**config.mk**
```make
export PLATFORM = sky130hd
export DESIGN_NAME = hl_core
export DESIGN_NICKNAME = d
export VERILOG_FILES = /design/src/verilog/hl_pkg.sv /design/src/verilog/ad9866_spi.sv /design/src/verilog/cmd_decoder.sv /design/src/verilog/hl_core.sv /design/src/verilog/resp_arbiter.sv /design/src/verilog/status_report.sv /design/src/verilog/tr_control.sv
export VERILOG_INCLUDE_DIRS = /design/src /design/src/verilog
export SDC_FILE = /design/constraint.sdc
export NUM_CORES = 1
export LEC_CHECK = 0
export ABC_AREA = 1
export CORE_MARGIN = 10
export CORE_UTILIZATION = 35
export CTS_BUF_LIST = sky130_fd_sc_hd__clkbuf_4 sky130_fd_sc_hd__clkbuf_8
export CTS_CLUSTER_DIAMETER = 150
export DETAILED_ROUTE_END_ITERATION = 8
export DONT_BUFFER_PORTS = 1
export MAX_ROUTING_LAYER = met4
export PLACE_DENSITY_LB_ADDON = 0.15
export SLEW_MARGIN = 40
export SYNTH_ARGS = -nofsm -noshare
export SYNTH_HDL_FRONTEND = slang
export SYNTH_SLANG_ARGS = --single-unit
```
**constraint.sdc**
```tcl
create_clock -name clk_ctrl -period 4.9 [get_ports clk_ctrl]
set_clock_uncertainty 0.15 [all_clocks]
set_input_delay 0 -clock clk_ctrl [delete_from_list [all_inputs] [get_ports clk_ctrl]]
set_output_delay 0 -clock clk_ctrl [all_outputs]
set_load 0.01 [all_outputs]
```
**src/verilog/hl_defines.svh**
```systemverilog
`ifndef HL_DEFINES_SVH
`define HL_DEFINES_SVH

////////////////////////////////////////////////////////////
// command bus widths
////////////////////////////////////////////////////////////

// address field of byte 0
`define HL_CMD_ADDR_W 6

// data word, bytes 1 to 4
`define HL_CMD_DATA_W 32

// header byte plus data word
`define HL_RESP_W 40

////////////////////////////////////////////////////////////
// command addresses
////////////////////////////////////////////////////////////

// run and mox bits
`define HL_ADDR_CTRL 6'h00

// converter register write
`define HL_ADDR_SPI 6'h3b

////////////////////////////////////////////////////////////
// timing
////////////////////////////////////////////////////////////

// clk_ctrl cycles per half serial clock
`define HL_SPI_DIV 2

// cycles between two status reports
`define HL_STATUS_PERIOD 256

`endif

```
**src/verilog/hl_pkg.sv**
```systemverilog
`default_nettype none

`include "hl_defines.svh"

package hl_pkg;

  ////////////////////////////////////////////////////////////
  // command payload
  ////////////////////////////////////////////////////////////

  // converter write, only the low half word is sent
  typedef struct packed {
    logic [15:0] unused;
    logic [7:0]  reg_addr;
    logic [7:0]  reg_val;
  } spi_fields_t;

  // one data word, two readings of it
  typedef union packed {
    logic [`HL_CMD_DATA_W-1:0] raw;
    spi_fields_t               spi;
  } cmd_payload_u;

  ////////////////////////////////////////////////////////////
  // response header
  ////////////////////////////////////////////////////////////

  // echo set for a command echo, clear for status
  typedef struct packed {
    logic                      echo;
    logic                      zero;
    logic [`HL_CMD_ADDR_W-1:0] addr;
  } resp_hdr_t;

endpackage

`default_nettype wire

```
**src/verilog/ad9866_spi.sv**
```systemverilog
`timescale 1ns/10ps
`default_nettype none

`include "hl_defines.svh"

module ad9866_spi (
  input  logic                      clk_ctrl,
  input  logic                      rst_i,
  input  logic [`HL_CMD_ADDR_W-1:0] cmd_addr_i,
  input  hl_pkg::cmd_payload_u      cmd_data_i,
  input  logic                      cmd_stb_i,
  output logic                      busy_o,
  output logic                      rffe_ad9866_sclk_o,
  output logic                      rffe_ad9866_sdio_o,
  output logic                      rffe_ad9866_sen_n_o
);

  localparam int DIV_W = (`HL_SPI_DIV > 1) ? $clog2(`HL_SPI_DIV) : 1;

  logic [DIV_W-1:0] div_cnt;
  logic [3:0]       bit_cnt;
  logic [15:0]      frame_sr;
  logic             busy_q;
  logic             sclk_q;
  logic             sen_n_q;
  logic             spi_wr;
  logic             half_done;

  // writes while busy are dropped
  assign spi_wr    = cmd_stb_i & (cmd_addr_i == `HL_ADDR_SPI) & ~busy_q;
  assign half_done = (div_cnt == DIV_W'(`HL_SPI_DIV - 1));

  ////////////////////////////////////////////////////////////
  // frame shifter
  ////////////////////////////////////////////////////////////

  always_ff @(posedge clk_ctrl) begin
    if (rst_i) begin
      busy_q   <= 1'b0;
      sclk_q   <= 1'b0;
      sen_n_q  <= 1'b1;
      div_cnt  <= '0;
      bit_cnt  <= 4'd0;
      frame_sr <= 16'h0000;
    end else if (spi_wr) begin
      busy_q   <= 1'b1;
      sen_n_q  <= 1'b0;
      sclk_q   <= 1'b0;
      div_cnt  <= '0;
      bit_cnt  <= 4'd0;
      // register address goes out first
      frame_sr <= {cmd_data_i.spi.reg_addr, cmd_data_i.spi.reg_val};
    end else if (busy_q) begin
      div_cnt <= half_done ? '0 : div_cnt + 1'b1;
      if (half_done) begin
        sclk_q <= ~sclk_q;
        // falling sclk closes a bit, next bit set up while low
        if (sclk_q) begin
          frame_sr <= {frame_sr[14:0], 1'b0};
          bit_cnt  <= bit_cnt + 4'd1;
          if (bit_cnt == 4'd15) begin
            busy_q  <= 1'b0;
            sen_n_q <= 1'b1;
          end
        end
      end
    end
  end

  assign busy_o              = busy_q;
  assign rffe_ad9866_sclk_o  = sclk_q;
  assign rffe_ad9866_sdio_o  = frame_sr[15];
  assign rffe_ad9866_sen_n_o = sen_n_q;

endmodule

`default_nettype wire

```
**src/verilog/cmd_decoder.sv**
```systemverilog
`timescale 1ns/10ps
`default_nettype none

`include "hl_defines.svh"

module cmd_decoder (
  input  logic                      clk_ctrl,
  input  logic                      rst_i,
  input  logic                      ds_valid_i,
  input  logic                      ds_first_i,
  input  logic [7:0]                ds_data_i,
  output logic [`HL_CMD_ADDR_W-1:0] cmd_addr_o,
  output hl_pkg::cmd_payload_u      cmd_data_o,
  output logic                      cmd_stb_o,
  input  logic                      echo_gnt_i,
  output logic                      echo_req_o,
  output logic [`HL_RESP_W-1:0]     echo_word_o
);

  // byte position, 0 means waiting for a first byte
  logic [2:0]                byte_cnt;
  logic                      resp_flag;
  logic [`HL_CMD_ADDR_W-1:0] addr_q;
  // bytes 1 to 3, MSB first
  logic [23:0]               data_sr;
  logic                      last_byte;
  hl_pkg::resp_hdr_t         echo_hdr;

  assign last_byte = ds_valid_i & ~ds_first_i & (byte_cnt == 3'd4);

  always_comb begin
    echo_hdr      = '0;
    echo_hdr.echo = 1'b1;
    echo_hdr.addr = addr_q;
  end

  ////////////////////////////////////////////////////////////
  // control
  ////////////////////////////////////////////////////////////

  always_ff @(posedge clk_ctrl) begin
    if (rst_i) begin
      byte_cnt   <= 3'd0;
      cmd_stb_o  <= 1'b0;
      echo_req_o <= 1'b0;
    end else begin
      cmd_stb_o <= last_byte;
      // a first byte always restarts, partial bytes are dropped
      if (ds_valid_i && ds_first_i) begin
        byte_cnt <= 3'd1;
      end else if (ds_valid_i && byte_cnt != 3'd0) begin
        byte_cnt <= last_byte ? 3'd0 : byte_cnt + 3'd1;
      end
      // held until the arbiter grants it
      if (last_byte && resp_flag) begin
        echo_req_o <= 1'b1;
      end else if (echo_gnt_i) begin
        echo_req_o <= 1'b0;
      end
    end
  end

  ////////////////////////////////////////////////////////////
  // payload
  ////////////////////////////////////////////////////////////

  always_ff @(posedge clk_ctrl) begin
    if (ds_valid_i && ds_first_i) begin
      resp_flag <= ds_data_i[7];
      addr_q    <= ds_data_i[`HL_CMD_ADDR_W-1:0];
    end else if (ds_valid_i && byte_cnt != 3'd0) begin
      data_sr <= {data_sr[15:0], ds_data_i};
    end
    if (last_byte) begin
      cmd_addr_o     <= addr_q;
      cmd_data_o.raw <= {data_sr, ds_data_i};
      echo_word_o    <= {echo_hdr, data_sr, ds_data_i};
    end
  end

endmodule

`default_nettype wire

```
**src/verilog/hl_core.sv**
```systemverilog
`timescale 1ns/10ps
`default_nettype none

`include "hl_defines.svh"

module hl_core (
  input  logic                  clk_ctrl,
  input  logic                  rst_i,
  input  logic                  ds_valid_i,
  input  logic                  ds_first_i,
  input  logic [7:0]            ds_data_i,
  input  logic                  io_tx_inhibit_i,
  output logic [`HL_RESP_W-1:0] resp_o,
  output logic                  resp_valid_o,
  output logic                  io_led_run_o,
  output logic                  io_led_tx_o,
  output logic                  pa_inttr_o,
  output logic                  rffe_ad9866_sclk_o,
  output logic                  rffe_ad9866_sdio_o,
  output logic                  rffe_ad9866_sen_n_o
);

  // command bus
  logic [`HL_CMD_ADDR_W-1:0] cmd_addr;
  hl_pkg::cmd_payload_u      cmd_data;
  logic                      cmd_stb;

  // response requesters
  logic                  echo_req;
  logic                  echo_gnt;
  logic [`HL_RESP_W-1:0] echo_word;
  logic                  status_req;
  logic                  status_gnt;
  logic [`HL_RESP_W-1:0] status_word;

  // state seen by the status report
  logic run;
  logic tx_on;
  logic spi_busy;

  ////////////////////////////////////////////////////////////
  // command path
  ////////////////////////////////////////////////////////////

  cmd_decoder u_cmd_decoder (
    .clk_ctrl    (clk_ctrl),
    .rst_i       (rst_i),
    .ds_valid_i  (ds_valid_i),
    .ds_first_i  (ds_first_i),
    .ds_data_i   (ds_data_i),
    .cmd_addr_o  (cmd_addr),
    .cmd_data_o  (cmd_data),
    .cmd_stb_o   (cmd_stb),
    .echo_gnt_i  (echo_gnt),
    .echo_req_o  (echo_req),
    .echo_word_o (echo_word)
  );

  tr_control u_tr_control (
    .clk_ctrl        (clk_ctrl),
    .rst_i           (rst_i),
    .cmd_addr_i      (cmd_addr),
    .cmd_data_i      (cmd_data),
    .cmd_stb_i       (cmd_stb),
    .io_tx_inhibit_i (io_tx_inhibit_i),
    .run_o           (run),
    .tx_on_o         (tx_on),
    .io_led_run_o    (io_led_run_o),
    .io_led_tx_o     (io_led_tx_o),
    .pa_inttr_o      (pa_inttr_o)
  );

  ad9866_spi u_ad9866_spi (
    .clk_ctrl            (clk_ctrl),
    .rst_i               (rst_i),
    .cmd_addr_i          (cmd_addr),
    .cmd_data_i          (cmd_data),
    .cmd_stb_i           (cmd_stb),
    .busy_o              (spi_busy),
    .rffe_ad9866_sclk_o  (rffe_ad9866_sclk_o),
    .rffe_ad9866_sdio_o  (rffe_ad9866_sdio_o),
    .rffe_ad9866_sen_n_o (rffe_ad9866_sen_n_o)
  );

  ////////////////////////////////////////////////////////////
  // response path
  ////////////////////////////////////////////////////////////

  status_report #(
    .PERIOD (`HL_STATUS_PERIOD)
  ) u_status_report (
    .clk_ctrl        (clk_ctrl),
    .rst_i           (rst_i),
    .run_i           (run),
    .tx_on_i         (tx_on),
    .io_tx_inhibit_i (io_tx_inhibit_i),
    .spi_busy_i      (spi_busy),
    .status_gnt_i    (status_gnt),
    .status_req_o    (status_req),
    .status_word_o   (status_word)
  );

  resp_arbiter u_resp_arbiter (
    .clk_ctrl      (clk_ctrl),
    .rst_i         (rst_i),
    .echo_req_i    (echo_req),
    .echo_word_i   (echo_word),
    .status_req_i  (status_req),
    .status_word_i (status_word),
    .echo_gnt_o    (echo_gnt),
    .status_gnt_o  (status_gnt),
    .resp_o        (resp_o),
    .resp_valid_o  (resp_valid_o)
  );

endmodule

`default_nettype wire

```
**src/verilog/resp_arbiter.sv**
```systemverilog
`timescale 1ns/10ps
`default_nettype none

`include "hl_defines.svh"

module resp_arbiter (
  input  logic                  clk_ctrl,
  input  logic                  rst_i,
  input  logic                  echo_req_i,
  input  logic [`HL_RESP_W-1:0] echo_word_i,
  input  logic                  status_req_i,
  input  logic [`HL_RESP_W-1:0] status_word_i,
  output logic                  echo_gnt_o,
  output logic                  status_gnt_o,
  output logic [`HL_RESP_W-1:0] resp_o,
  output logic                  resp_valid_o
);

  ////////////////////////////////////////////////////////////
  // grant
  ////////////////////////////////////////////////////////////

  // echo always wins, it keeps its fixed response latency
  assign echo_gnt_o = echo_req_i;

  // status takes a free cycle, one that does not directly
  // follow another response
  assign status_gnt_o = status_req_i & ~echo_req_i & ~resp_valid_o;

  ////////////////////////////////////////////////////////////
  // output register
  ////////////////////////////////////////////////////////////

  always_ff @(posedge clk_ctrl) begin
    if (rst_i) begin
      resp_valid_o <= 1'b0;
    end else begin
      resp_valid_o <= echo_gnt_o | status_gnt_o;
    end
  end

  // word is latched on its grant
  always_ff @(posedge clk_ctrl) begin
    if (echo_gnt_o) begin
      resp_o <= echo_word_i;
    end else if (status_gnt_o) begin
      resp_o <= status_word_i;
    end
  end

endmodule

`default_nettype wire

```
**src/verilog/status_report.sv**
```systemverilog
`timescale 1ns/10ps
`default_nettype none

`include "hl_defines.svh"

module status_report #(
  parameter int PERIOD = `HL_STATUS_PERIOD
) (
  input  logic                  clk_ctrl,
  input  logic                  rst_i,
  input  logic                  run_i,
  input  logic                  tx_on_i,
  input  logic                  io_tx_inhibit_i,
  input  logic                  spi_busy_i,
  input  logic                  status_gnt_i,
  output logic                  status_req_o,
  output logic [`HL_RESP_W-1:0] status_word_o
);

  localparam int CNT_W = (PERIOD > 1) ? $clog2(PERIOD) : 1;

  logic [CNT_W-1:0] period_cnt;
  logic [15:0]      seq_q;
  logic             tick;

  assign tick = (period_cnt == CNT_W'(PERIOD - 1));

  always_ff @(posedge clk_ctrl) begin
    if (rst_i) begin
      period_cnt   <= '0;
      seq_q        <= 16'h0000;
      status_req_o <= 1'b0;
    end else begin
      period_cnt <= tick ? '0 : period_cnt + 1'b1;
      if (tick) begin
        status_req_o <= 1'b1;
      end else if (status_gnt_i) begin
        status_req_o <= 1'b0;
      end
      // next report gets the next number
      if (status_gnt_i) begin
        seq_q <= seq_q + 16'd1;
      end
    end
  end

  // snapshot of the state word
  always_ff @(posedge clk_ctrl) begin
    if (tick) begin
      // status carries an all zero header
      status_word_o <= {8'h00, seq_q, 12'h000,
                        spi_busy_i, io_tx_inhibit_i, tx_on_i, run_i};
    end
  end

endmodule

`default_nettype wire

```
**src/verilog/tr_control.sv**
```systemverilog
`timescale 1ns/10ps
`default_nettype none

`include "hl_defines.svh"

module tr_control (
  input  logic                      clk_ctrl,
  input  logic                      rst_i,
  input  logic [`HL_CMD_ADDR_W-1:0] cmd_addr_i,
  input  hl_pkg::cmd_payload_u      cmd_data_i,
  input  logic                      cmd_stb_i,
  input  logic                      io_tx_inhibit_i,
  output logic                      run_o,
  output logic                      tx_on_o,
  output logic                      io_led_run_o,
  output logic                      io_led_tx_o,
  output logic                      pa_inttr_o
);

  logic run_q;
  logic mox_q;
  logic tx_on_q;
  // two flop synchronizer on the inhibit pin
  logic inh_meta;
  logic inh_sync;
  logic ctrl_wr;
  logic run_d;
  logic mox_d;

  assign ctrl_wr = cmd_stb_i & (cmd_addr_i == `HL_ADDR_CTRL);

  // next register values, tx_on is built from these
  assign run_d = ctrl_wr ? cmd_data_i.raw[0] : run_q;
  assign mox_d = ctrl_wr ? cmd_data_i.raw[1] : mox_q;

  always_ff @(posedge clk_ctrl) begin
    if (rst_i) begin
      run_q    <= 1'b0;
      mox_q    <= 1'b0;
      tx_on_q  <= 1'b0;
      inh_meta <= 1'b0;
      inh_sync <= 1'b0;
    end else begin
      inh_meta <= io_tx_inhibit_i;
      inh_sync <= inh_meta;
      run_q    <= run_d;
      mox_q    <= mox_d;
      // transmit only when running, keyed and not inhibited
      tx_on_q  <= run_d & mox_d & ~inh_sync;
    end
  end

  ////////////////////////////////////////////////////////////
  // outputs
  ////////////////////////////////////////////////////////////

  assign run_o   = run_q;
  assign tx_on_o = tx_on_q;

  // LEDs active high
  assign io_led_run_o = run_q;
  assign io_led_tx_o  = tx_on_q;

  // PA T/R switch follows tx_on
  assign pa_inttr_o = tx_on_q;

endmodule

`default_nettype wire
```
* Yosys cells after proc, flatten, opt, wreduce, memory -nomap -nowiden *
Index checks and enable logic that the tools add are counted.

cells by class
  $add $sub $neg = 5
  eq/ne operators = 4
  multiplexer cells = 25
  bitwise operators = 17
  reduce and logical (&&, ||, !) cells = 20

operators with widths
  kind                     count
  $mux W16                 4
  $mux W40                 1
  $mux W38                 1
  $mux W1                  18
  $add A16 B1 Y16 const B  1
  $reduce_bool A2 Y1       7
  $and A1 B1 Y1            9
  $add A8 B1 Y8 const B    1
  $eq A8 B8 Y1 const B     1
  $not A1 Y1               7
  $eq A6 B6 Y1 const B     1
  $logic_not A6 Y1         1
  $reduce_and A3 Y1        2
  $reduce_or A2 Y1         3
  $add A4 B1 Y4 const B    1
  $eq A4 B4 Y1 const B     1
  $reduce_and A2 Y1        2
  $reduce_and A4 Y1        1
  $add A3 B1 Y3 const B    1
  $eq A3 B3 Y1 const B     1
  $logic_and A1 B1 Y1      3
  $mux W3                  1
  $reduce_bool A3 Y1       1
  $add A1 B1 Y1 const B    1
  $or A1 B1 Y1             1

word-level totals
  bits in registers = 210
  input port bits = 13
  output and inout bits = 47
  logic and storage cells = 99

* Logic depth before layout (Yosys ltp) *
Gate-level depths: netlist (run 1).

  depth in word-level cells = 6
  depth in mapped cells = 8
  gate-level depth less buffers = 8

* Modules after synthesis *
From an unflattened synthesis (run 1), not the netlist that was laid out.

second synthesis, totals
  cells, all modules = 769
  area, all modules = 8082.8 um^2

modules (own cells, without submodules)
  module         times used  cells each  area each (um^2)  sequential area each (um^2)
  cmd_decoder    1           151         2671.3            2172.1
  status_report  1           206         1945.6            1101.1
  resp_arbiter   1           177         1865.5            1221.2
  ad9866_spi     1           191         1323.8            480.5
  tr_control     1           44          276.5             100.1

* Worst setup path before layout (run 1) *
Ideal clock, no wire load.

  path type = reg2reg
  start point = register u_cmd_decoder.byte_cnt[0]
  end point = register u_cmd_decoder.data_sr[0] (enable)
  library setup time = 0.405 ns
  arrival time = 1.966 ns
  data required time = 4.345 ns
  slack = 2.379 ns
  cell stages (with the launch flop) = 6
  path buffers = 0
  clock period less this slack = 2.521 ns
  cells stage by stage = dfxtp_1 inv_1 ha_1 a21oi_1 inv_1 nor2_1

on the way
  longest elaborated chain between the ends = 3

ends and longest elaborated chain
  what                                RTL line           text
  start: declaration                  cmd_decoder.sv:21  logic [2:0] byte_cnt;
  start signal: assignment            cmd_decoder.sv:52  byte_cnt <= last_byte ? 3'd0 : byte_cnt + 3'd1;
  $reduce_bool A3 Y1                  cmd_decoder.sv:71  end else if (ds_valid_i && byte_cnt != 3'd0) begin
  $logic_and A1 B1 Y1                 cmd_decoder.sv:71
  $reduce_and A2 Y1 (no source line)  -
  end signal: assignment              cmd_decoder.sv:72  data_sr <= {data_sr[15:0], ds_data_i};
  end: declaration                    cmd_decoder.sv:25  logic [23:0] data_sr;

No other way between the ends.
A chain may end at the register's enable or synchronous reset.

* Final worst setup path (run 1) *
  start point = register u_cmd_decoder.byte_cnt[0]
  end point = register u_cmd_decoder.byte_cnt[0]

on the way
  longest elaborated chain between the ends = 5
  elaborated cells between the ends (all ways) = 9
  those cells by class = add/sub (1); eq/ne (1); mux (3); bitwise (1); reduce/logical (3)

ends and longest elaborated chain
  what
  parallel branches: the longest is 5 deep, another holds $add A3 B1 Y3

Parallel ways; which one is timed is not known. The select of a mux whose other input is x is not followed.

==> flow_summary.json, run 1 <==
{
  "path_cells": "inv_1 > ha_1 > a21oi_1 > nand3_1 > dlygate4sd3_1 > a21oi_1 > dlygate4sd3_1",
  "finalHoldViolations": 0,
  "maxSlewHeadroom_pct": 48.4,
  "setup_repair_after_global_routing_missed_its_margin": "false",
  "tightestPinTransition_ps": 772,
  "criticalPathCategory": "reg2reg",
  "design.portCount": 60,
  "clk_pin_slew_worst_paths_ps": 90,
  "fmaxAchievable_mhz": 393,
  "synth_warnings": 0,
  "postSynthNetCount": 625,
  "cts_root_buffer": "sky130_fd_sc_hd__clkbuf_8",
  "setup_total_negative_slack_ps": 0,
  "mappedNetlistArea_mm2": 0.00692,
  "synth.ff_latch_count": 188,
  "areaGrowthSynthToFinish_pct": 12.1,
  "holdCritPathClass": "in2reg",
  "netlist_top_cells_count": "161 x sky130_fd_sc_hd__nand2_1, 128 x sky130_fd_sc_hd__edfxtp_1, 60 x sky130_fd_sc_hd__dfxtp_1",
  "tritoncts": "built",
  "drt-total-wl_um": 14000,
  "clock-sinks": 188,
  "p_per_area_mw_per_mm2": 357,
  "numCtsBuffers": 17,
  "crit_path_top_delay_cell": "sky130_fd_sc_hd__dlygate4sd3_1",
  "finalWeightedCongestion": 0.770,
  "drc_violations_left": 0,
  "setup.worst_path.start_class": "flip-flop",
  "netlist_top_cells_area": "sky130_fd_sc_hd__edfxtp_1 56%, sky130_fd_sc_hd__dfxtp_1 17%, sky130_fd_sc_hd__nand2_1 8.7%, sky130_fd_sc_hd__inv_1 3.1%, sky130_fd_sc_hd__nor2_1 3.0%",
  "placed_cells_incl_taps": 858,
  "design.final.nets": 644,
  "detail_route.wl_per_cell_um": 15.5,
  "synthesis.area_per_instance_um2": 11.4,
  "design.die.area_mm2": 0.0258,
  "floorplan.initialDensity_pct": 35.6,
  "wire_length_of_the_first_global_routing_pass_um": 21900,
  "height_of_the_die_um": 161,
  "ctsHtreeMaxLevel": 4,
  "worst_path_largest_cell_delay_ps": 580,
  "num_rows": 51,
  "cts_setup_buffers": 0,
  "timing.critical_path.to_type": "flip-flop",
  "layout_worst_path_cycle_share_pct": 51.9,
  "synth_async_sr_flop_share_pct": 0,
  "yosys.area.top_type_share_pct": 55.6,
  "fin_crit_ps": 2550,
  "first_global_vias": 4030,
  "dr.first_iter.drc_count": 238,
  "route.vias.total": 4077,
  "detailedPlacementHpwl_um": 9410,
  "clk_latency_ps": 470,
  "grt-ovfl-total": 0,
  "via_per_inst": 4.50,
  "yosys.cell_count.top_type": "sky130_fd_sc_hd__nand2_1",
  "port_buffers": 0,
  "cts-root-to-sink-buffers": 2,
  "cts-hold-fix-buffers": 14,
  "post_synth_inst_count": 607,
  "slew_violations": 0,
  "post_cts_resize_count": 0,
  "power.ir.vdd_worst_uv": 181,
  "number_of_synthesized_flops_with_an_enable_pin": 128,
  "synth_unique_cells": 32,
  "critical_path.max_fanout": 4,
  "die_w_um": 161,
  "core_mm2": 0.0195,
  "total_leakage_power_nw": 2.90,
  "drt-pass1-iter-count": 4,
  "postSynth.topFlopCell": "sky130_fd_sc_hd__edfxtp_1",
  "final_layout_size_suffix_gt1_share_pct": 8.14,
  "worst_ep_required_time_ps": 5150,
  "grt_util_all_layers_pct": 11.3,
  "timing.critical_path.arrival_ps": 2800,
  "antenna_found_initial": 2,
  "post_layout_nonfiller_instances": 906,
  "grt_max_degree": 40,
  "setup_viol": 0,
  "status": "complete, no violations",
  "synth_top_area_cell": "sky130_fd_sc_hd__edfxtp_1",
  "maxCapViolations": 0,
  "antenna_violating_nets_post_route": 0,
  "ys_seq_area_share_pct": 72.9
}
-- final timing paths --
path         slack [ps]                 startpoint  depth (start not counted)                               end
max                2350  u_cmd_decoder.byte_cnt[0]                          7         u_cmd_decoder.byte_cnt[0]
min                  70            io_tx_inhibit_i                          1  u_status_report.status_word_o[2]
max reg2reg        2350  u_cmd_decoder.byte_cnt[0]                          7         u_cmd_decoder.byte_cnt[0]
min reg2reg         260      u_tr_control.inh_meta                          2             u_tr_control.inh_sync
-- kinds of logic after synthesis --
kind of cell / after synthesis / synth area share, %
simple gates: 261 / 16.1
flops: 188 / 72.9
buf+inv: 79 / 4.54
compound gates: 71 / 5.26
fa+ha+maj: 5 / 0.904
xor+xnor: 2 / 0.253
other cells: 1 / 0.0542
-- cells in the final DEF (no fill, tap or decap), drive strengths merged, types with 2 or more instances in the layout --
master and instances:
inv 63, nand3 18, nand4 7, dfxtp 60, nor2 60, clkinvlp 2, o21ai 28, nand2 161
clkbuf 19, diode 2, clkinv 7, ha 5, nor3b 4, dlygate4sd3 14, nor3 7, a21oi 41
xor2 2, buf 4, bufinv 2, edfxtp 128, or2 3
-- power breakdown --
part | switching [mW] | internal (mW)
clock network | 0.549 | 0.468
logic | 0.0319 | 0.0170
registers | 0.00601 | 1.70
-- layout make-up --
type                    count  area, um^2
fillers                  1867       11700
flip-flops and latches    188        5040
multi-input cells         340        1580
well taps                 265         332
clock buffers              19         249
inverters                  61         229
repair buffers             18         170
clock inverters            13         141
diodes                      2        5.00
-- routing by layer --
| layer | vias up | global-route usage (%) | part of all wire [%] |
|---|---|---|---|
| li1 | 2051 | - | - |
| met1 | 1927 | 13.1 | 45 |
| met2 | 85 | 17.0 | 47 |
| met3 | 14 | 4.73 | 6.7 |
| met4 | 0 | 4.51 | 1.3 |
| met5 | - | - | 0 |
-- registers in the layout (all words and copies together), names as in the netlist, 3 cells and up --
register / flops
u_status_report.period_cnt: 8
u_status_report.status_word_o: 20
u_cmd_decoder.cmd_data_o: 15
u_resp_arbiter.resp_o: 39
u_cmd_decoder.data_sr: 24
u_cmd_decoder.cmd_addr_o: 5
u_cmd_decoder.byte_cnt: 3
u_ad9866_spi.frame_sr: 16
u_ad9866_spi.bit_cnt: 4
u_cmd_decoder.addr_q: 6
u_cmd_decoder.echo_word_o: 18
u_status_report.seq_q: 16
-- per-stage QoR --
step / instance area (um^2) / setup WS [ps] / total power, mW / hold WS (ps) / util (%)
CTS: 7740 / 2410 / 2.81 / 37.8 / 39.8
global placement: 7200 / 2520 / 1.77 / -76.7 / 37.0
detailed placement: 7210 / 2670 / 1.77 / -73.7 / 37.0
finish: 7750 / 2350 / 2.77 / 69.9 / 39.8
floorplan: 6920 / 2380 / 1.76 / -51.1 / -
global route: 7750 / 2270 / 2.88 / 35.2 / 39.8
-- critical path: cells and delay by family, from the launching register on --
| family | cells | cell delay [ps] |
|---|---|---|
| compound gates | 2 | 440 |
| fa+ha+maj | 1 | 200 |
| buf+inv | 3 | 1220 |
| flops | 1 | 360 |
| simple gates | 1 | 120 |
(Power assumes the default switching activity.)
==> run 2: changes to the inputs <==
Settings changed: ABC_AREA 1 to 0.
Clock period 4.9 ns to 2.6 ns, I/O delays scaled along.
==> run 2 against run 1 <==
Against the previous run:
- register-to-register slack got worse by 1700 ps
- largest cell class unchanged
- highest routed layer unchanged
- largest power group unchanged
- design area fell by 0.77%
- wire length fell by 7.9%
- critical endpoint is now u_status_report.seq_q[14]
==> flow_summary.json, run 2 <==
{
  "status": "complete, no violations",
  "internal-power_mw": 4.09,
  "post_cts_resize_count": 0,
  "power.combinational.fraction_pct": 1.4,
  "grt-ovfl-total": 0,
  "critical_path.startpoint": "u_status_report.seq_q[0]",
  "setup_viol": 0,
  "final_area_mm2": 0.00769,
  "cp.buffers_inverters": 0,
  "synth.ff_latch_count": 188,
  "yosys.cell_count.top_type": "sky130_fd_sc_hd__edfxtp_1",
  "criticalPathCategory": "reg2reg",
  "wire_length_of_the_first_global_routing_pass_um": 20500,
  "design.portCount": 60,
  "postSynth.topFlopCell": "sky130_fd_sc_hd__edfxtp_1",
  "drc_violations_left": 0,
  "cts-root-to-sink-buffers": 2,
  "fmaxAchievable_mhz": 507,
  "detail_route.wl_per_cell_um": 17.2,
  "design.final.nets": 493,
  "finalWeightedCongestion": 0.774,
  "grt_util_all_layers_pct": 10.6,
  "setup_repair_after_global_routing_missed_its_margin": "false",
  "worst_setup_slack_after_placement_ps": 632,
  "mappedNetlistArea_mm2": 0.00679,
  "whs_ps": 57.9,
  "dr.first_iter.drc_count": 170,
  "postSynthNetCount": 472,
  "commonest_cells_after_routing_fill_and_taps_aside": "128 x sky130_fd_sc_hd__edfxtp_1, 60 x sky130_fd_sc_hd__dfxtp_1, 42 x sky130_fd_sc_hd__nor2_1, 22 x sky130_fd_sc_hd__and2_1, 20 x sky130_fd_sc_hd__mux2_2",
  "design.die.area_mm2": 0.0254,
  "fin_crit_ps": 1970,
  "final_critical_path_setup_slack_ps": 628,
  "synth_top_area_cell": "sky130_fd_sc_hd__edfxtp_1",
  "clk_latency_ps": 460,
  "antenna_violating_nets_post_route": 0,
  "crit_path_top_delay_cell": "sky130_fd_sc_hd__or4_1",
  "multiInputGateArea_mm2": 0.00162,
  "first_global_vias": 3666,
  "floorplan.initialDensity_pct": 35.9,
  "areaGrowthSynthToFinish_pct": 13.3,
  "p_per_area_mw_per_mm2": 677,
  "drt-total-wl_um": 12900,
  "synth_warnings": 0,
  "largestRegisters": "u_resp_arbiter.resp_o (39), u_cmd_decoder.data_sr (24), u_status_report.status_word_o (20)",
  "numCtsBuffers": 17,
  "antenna_found_initial": 1,
  "number_of_synthesized_flops_with_an_enable_pin": 128,
  "num_rows": 50,
  "netlist_top_cells_count": "128 x sky130_fd_sc_hd__edfxtp_1, 60 x sky130_fd_sc_hd__dfxtp_1, 42 x sky130_fd_sc_hd__nor2_1",
  "die_w_um": 159,
  "drt-pass1-iter-count": 4,
  "num-fill-cells": 1792,
  "path_delay_family": "simple AND/OR/NAND/NOR gates",
  "layout_worst_path_cycle_share_pct": 75.9,
  "timing.critical_path.to_type": "flip-flop",
  "setup_total_negative_slack_ps": 0,
  "synth_async_sr_flop_share_pct": 0,
  "yosys.area.top_type_share_pct": 56.6,
  "timing.critical_path.arrival_ps": 2220,
  "setup.worst_path.start_class": "flip-flop",
  "detailedPlacementHpwl_um": 8520,
  "p_switching_mw": 1.12,
  "power.ir.vdd_worst_uv": 357,
  "worst_ep_required_time_ps": 2850,
  "min_delay_src": "io_tx_inhibit_i",
  "tritoncts": "built",
  "height_of_the_die_um": 159,
  "cts_root_buffer": "sky130_fd_sc_hd__clkbuf_8",
  "path_cells": "ha_1 > nor4bb_1 > nand2_1 > or4_1 > a21oi_1",
  "total_leakage_power_nw": 2.65,
  "clk_pin_slew_worst_paths_ps": 100,
  "post-layout-total-power_mw": 5.21,
  "synth_unique_cells": 40,
  "critical_path.max_fanout": 4,
  "finalHoldViolations": 0,
  "power.share.sequential_pct": 61.3,
  "netlist_top_cells_area": "sky130_fd_sc_hd__edfxtp_1 57%, sky130_fd_sc_hd__dfxtp_1 18%, sky130_fd_sc_hd__mux2_2 3.3%, sky130_fd_sc_hd__mux2i_1 2.8%, sky130_fd_sc_hd__nor2_1 2.3%",
  "slew_violations": 0,
  "post_synth_inst_count": 454,
  "via_per_inst": 4.70,
  "rr_startpoint": "u_status_report.seq_q[0]",
  "synthesis.area_per_instance_um2": 15.0,
  "largest_reg_flops": 39,
  "core_mm2": 0.0189,
  "dpl-instance-area_mm2": 0.00712,
  "ctsHtreeMaxLevel": 4,
  "mostFrequentLayoutCell": "sky130_fd_sc_hd__edfxtp_1",
  "route.vias.total": 3522,
  "clock-sinks": 188,
  "final_layout_size_suffix_gt1_share_pct": 13.9,
  "grt_max_degree": 56,
  "top_register": "u_resp_arbiter.resp_o",
  "clock_power_share_pct": 37.2,
  "netSwitchingFraction_pct": 21.6,
  "maxCapViolations": 0,
  "layout.area.seq_mm2": 0.00504,
  "worst_path_largest_cell_delay_ps": 520,
  "ys_seq_area_share_pct": 74.3,
  "port_buffers": 0,
  "holdCritPathClass": "in2reg"
}
## run 2: changes by cell type after synthesis, moves of 6 or more
cell / before / now
sky130_fd_sc_hd__a211oi_1: 0 / 15
sky130_fd_sc_hd__inv_1: 57 / 8
sky130_fd_sc_hd__xor2_1: 2 / 10
sky130_fd_sc_hd__and2_1: 0 / 22
sky130_fd_sc_hd__o21ai_0: 23 / 4
sky130_fd_sc_hd__nor2b_1: 0 / 6
sky130_fd_sc_hd__nor2_1: 56 / 42
sky130_fd_sc_hd__xnor2_1: 0 / 11
sky130_fd_sc_hd__mux2i_1: 0 / 19
sky130_fd_sc_hd__a21oi_1: 41 / 10
sky130_fd_sc_hd__mux2_2: 0 / 20
sky130_fd_sc_hd__nand2_1: 161 / 13
## run 2: path summary, 6_finish.rpt
check	end	slack, ps	depth (start not counted)
worst max register to register	u_status_report.seq_q[14]	630	5
worst min-delay path	u_status_report.status_word_o[2]	60	1
worst min register to register	u_tr_control.io_led_tx_o	260	1
worst max-delay path	u_status_report.seq_q[14]	630	5
## run 2: through the flow
step                      utilization [%]  cells
after floorplan                         -    454
after global placement               37.7    701
after detailed placement             37.7    701
after CTS                            40.7    748
after global routing                 40.7    749
final                                40.7    749
## run 2: cell families (layout without fill, tap and decap cells)
| kind of cell | count (synthesis) | count (layout) | synth area share (%) |
|---|---|---|---|
| mux | 39 | 39 | 6.12 |
| flops | 188 | 188 | 74.3 |
| fa+ha+maj | 5 | 5 | 0.921 |
| simple gates | 133 | 133 | 10.4 |
| compound gates | 37 | 37 | 3.59 |
| other cells | 1 | 2 | 0.0552 |
| xor+xnor | 21 | 21 | 2.71 |
| buf+inv | 30 | 64 | 1.94 |
## run 2: power groups by stage
stage / Combinational [mW] / Clock (mW) / Sequential (mW)
final: 0.0739 / 1.94 / 3.20
after global routing: 0.0824 / 2.13 / 3.20
after CTS: 0.0757 / 2.00 / 3.20
after detailed placement: 0.0314 / 0 / 3.27
after global placement: 0.0294 / 0 / 3.27
after floorplan: 0.0359 / 0 / 3.26
## run 2: area by class of cell
type	count	area share (%)
clock buffers	17	3.04
repair buffers	24	3.54
clock inverters	15	2.21
inverters	8	0.390
flip-flops and latches	188	65.6
multi-input cells	236	21.0
diodes	1	0.0325
well taps	260	4.23
## run 2: layer usage
layer / GRT usage, % / up-vias / routed length (um)
li1: - / 1687 / -
met1: 12.9 / 1739 / 6100
met2: 15.5 / 77 / 5870
met3: 3.77 / 19 / 667
met4: 4.34 / 0 / 265
met5: - / - / 0
## run 2: repair_timing
action,in CTS,in global routing
setup endpoints to repair,0,0
endpoints found under the hold margin,102,0
buffers inserted,0,0
hold buffers,15,0
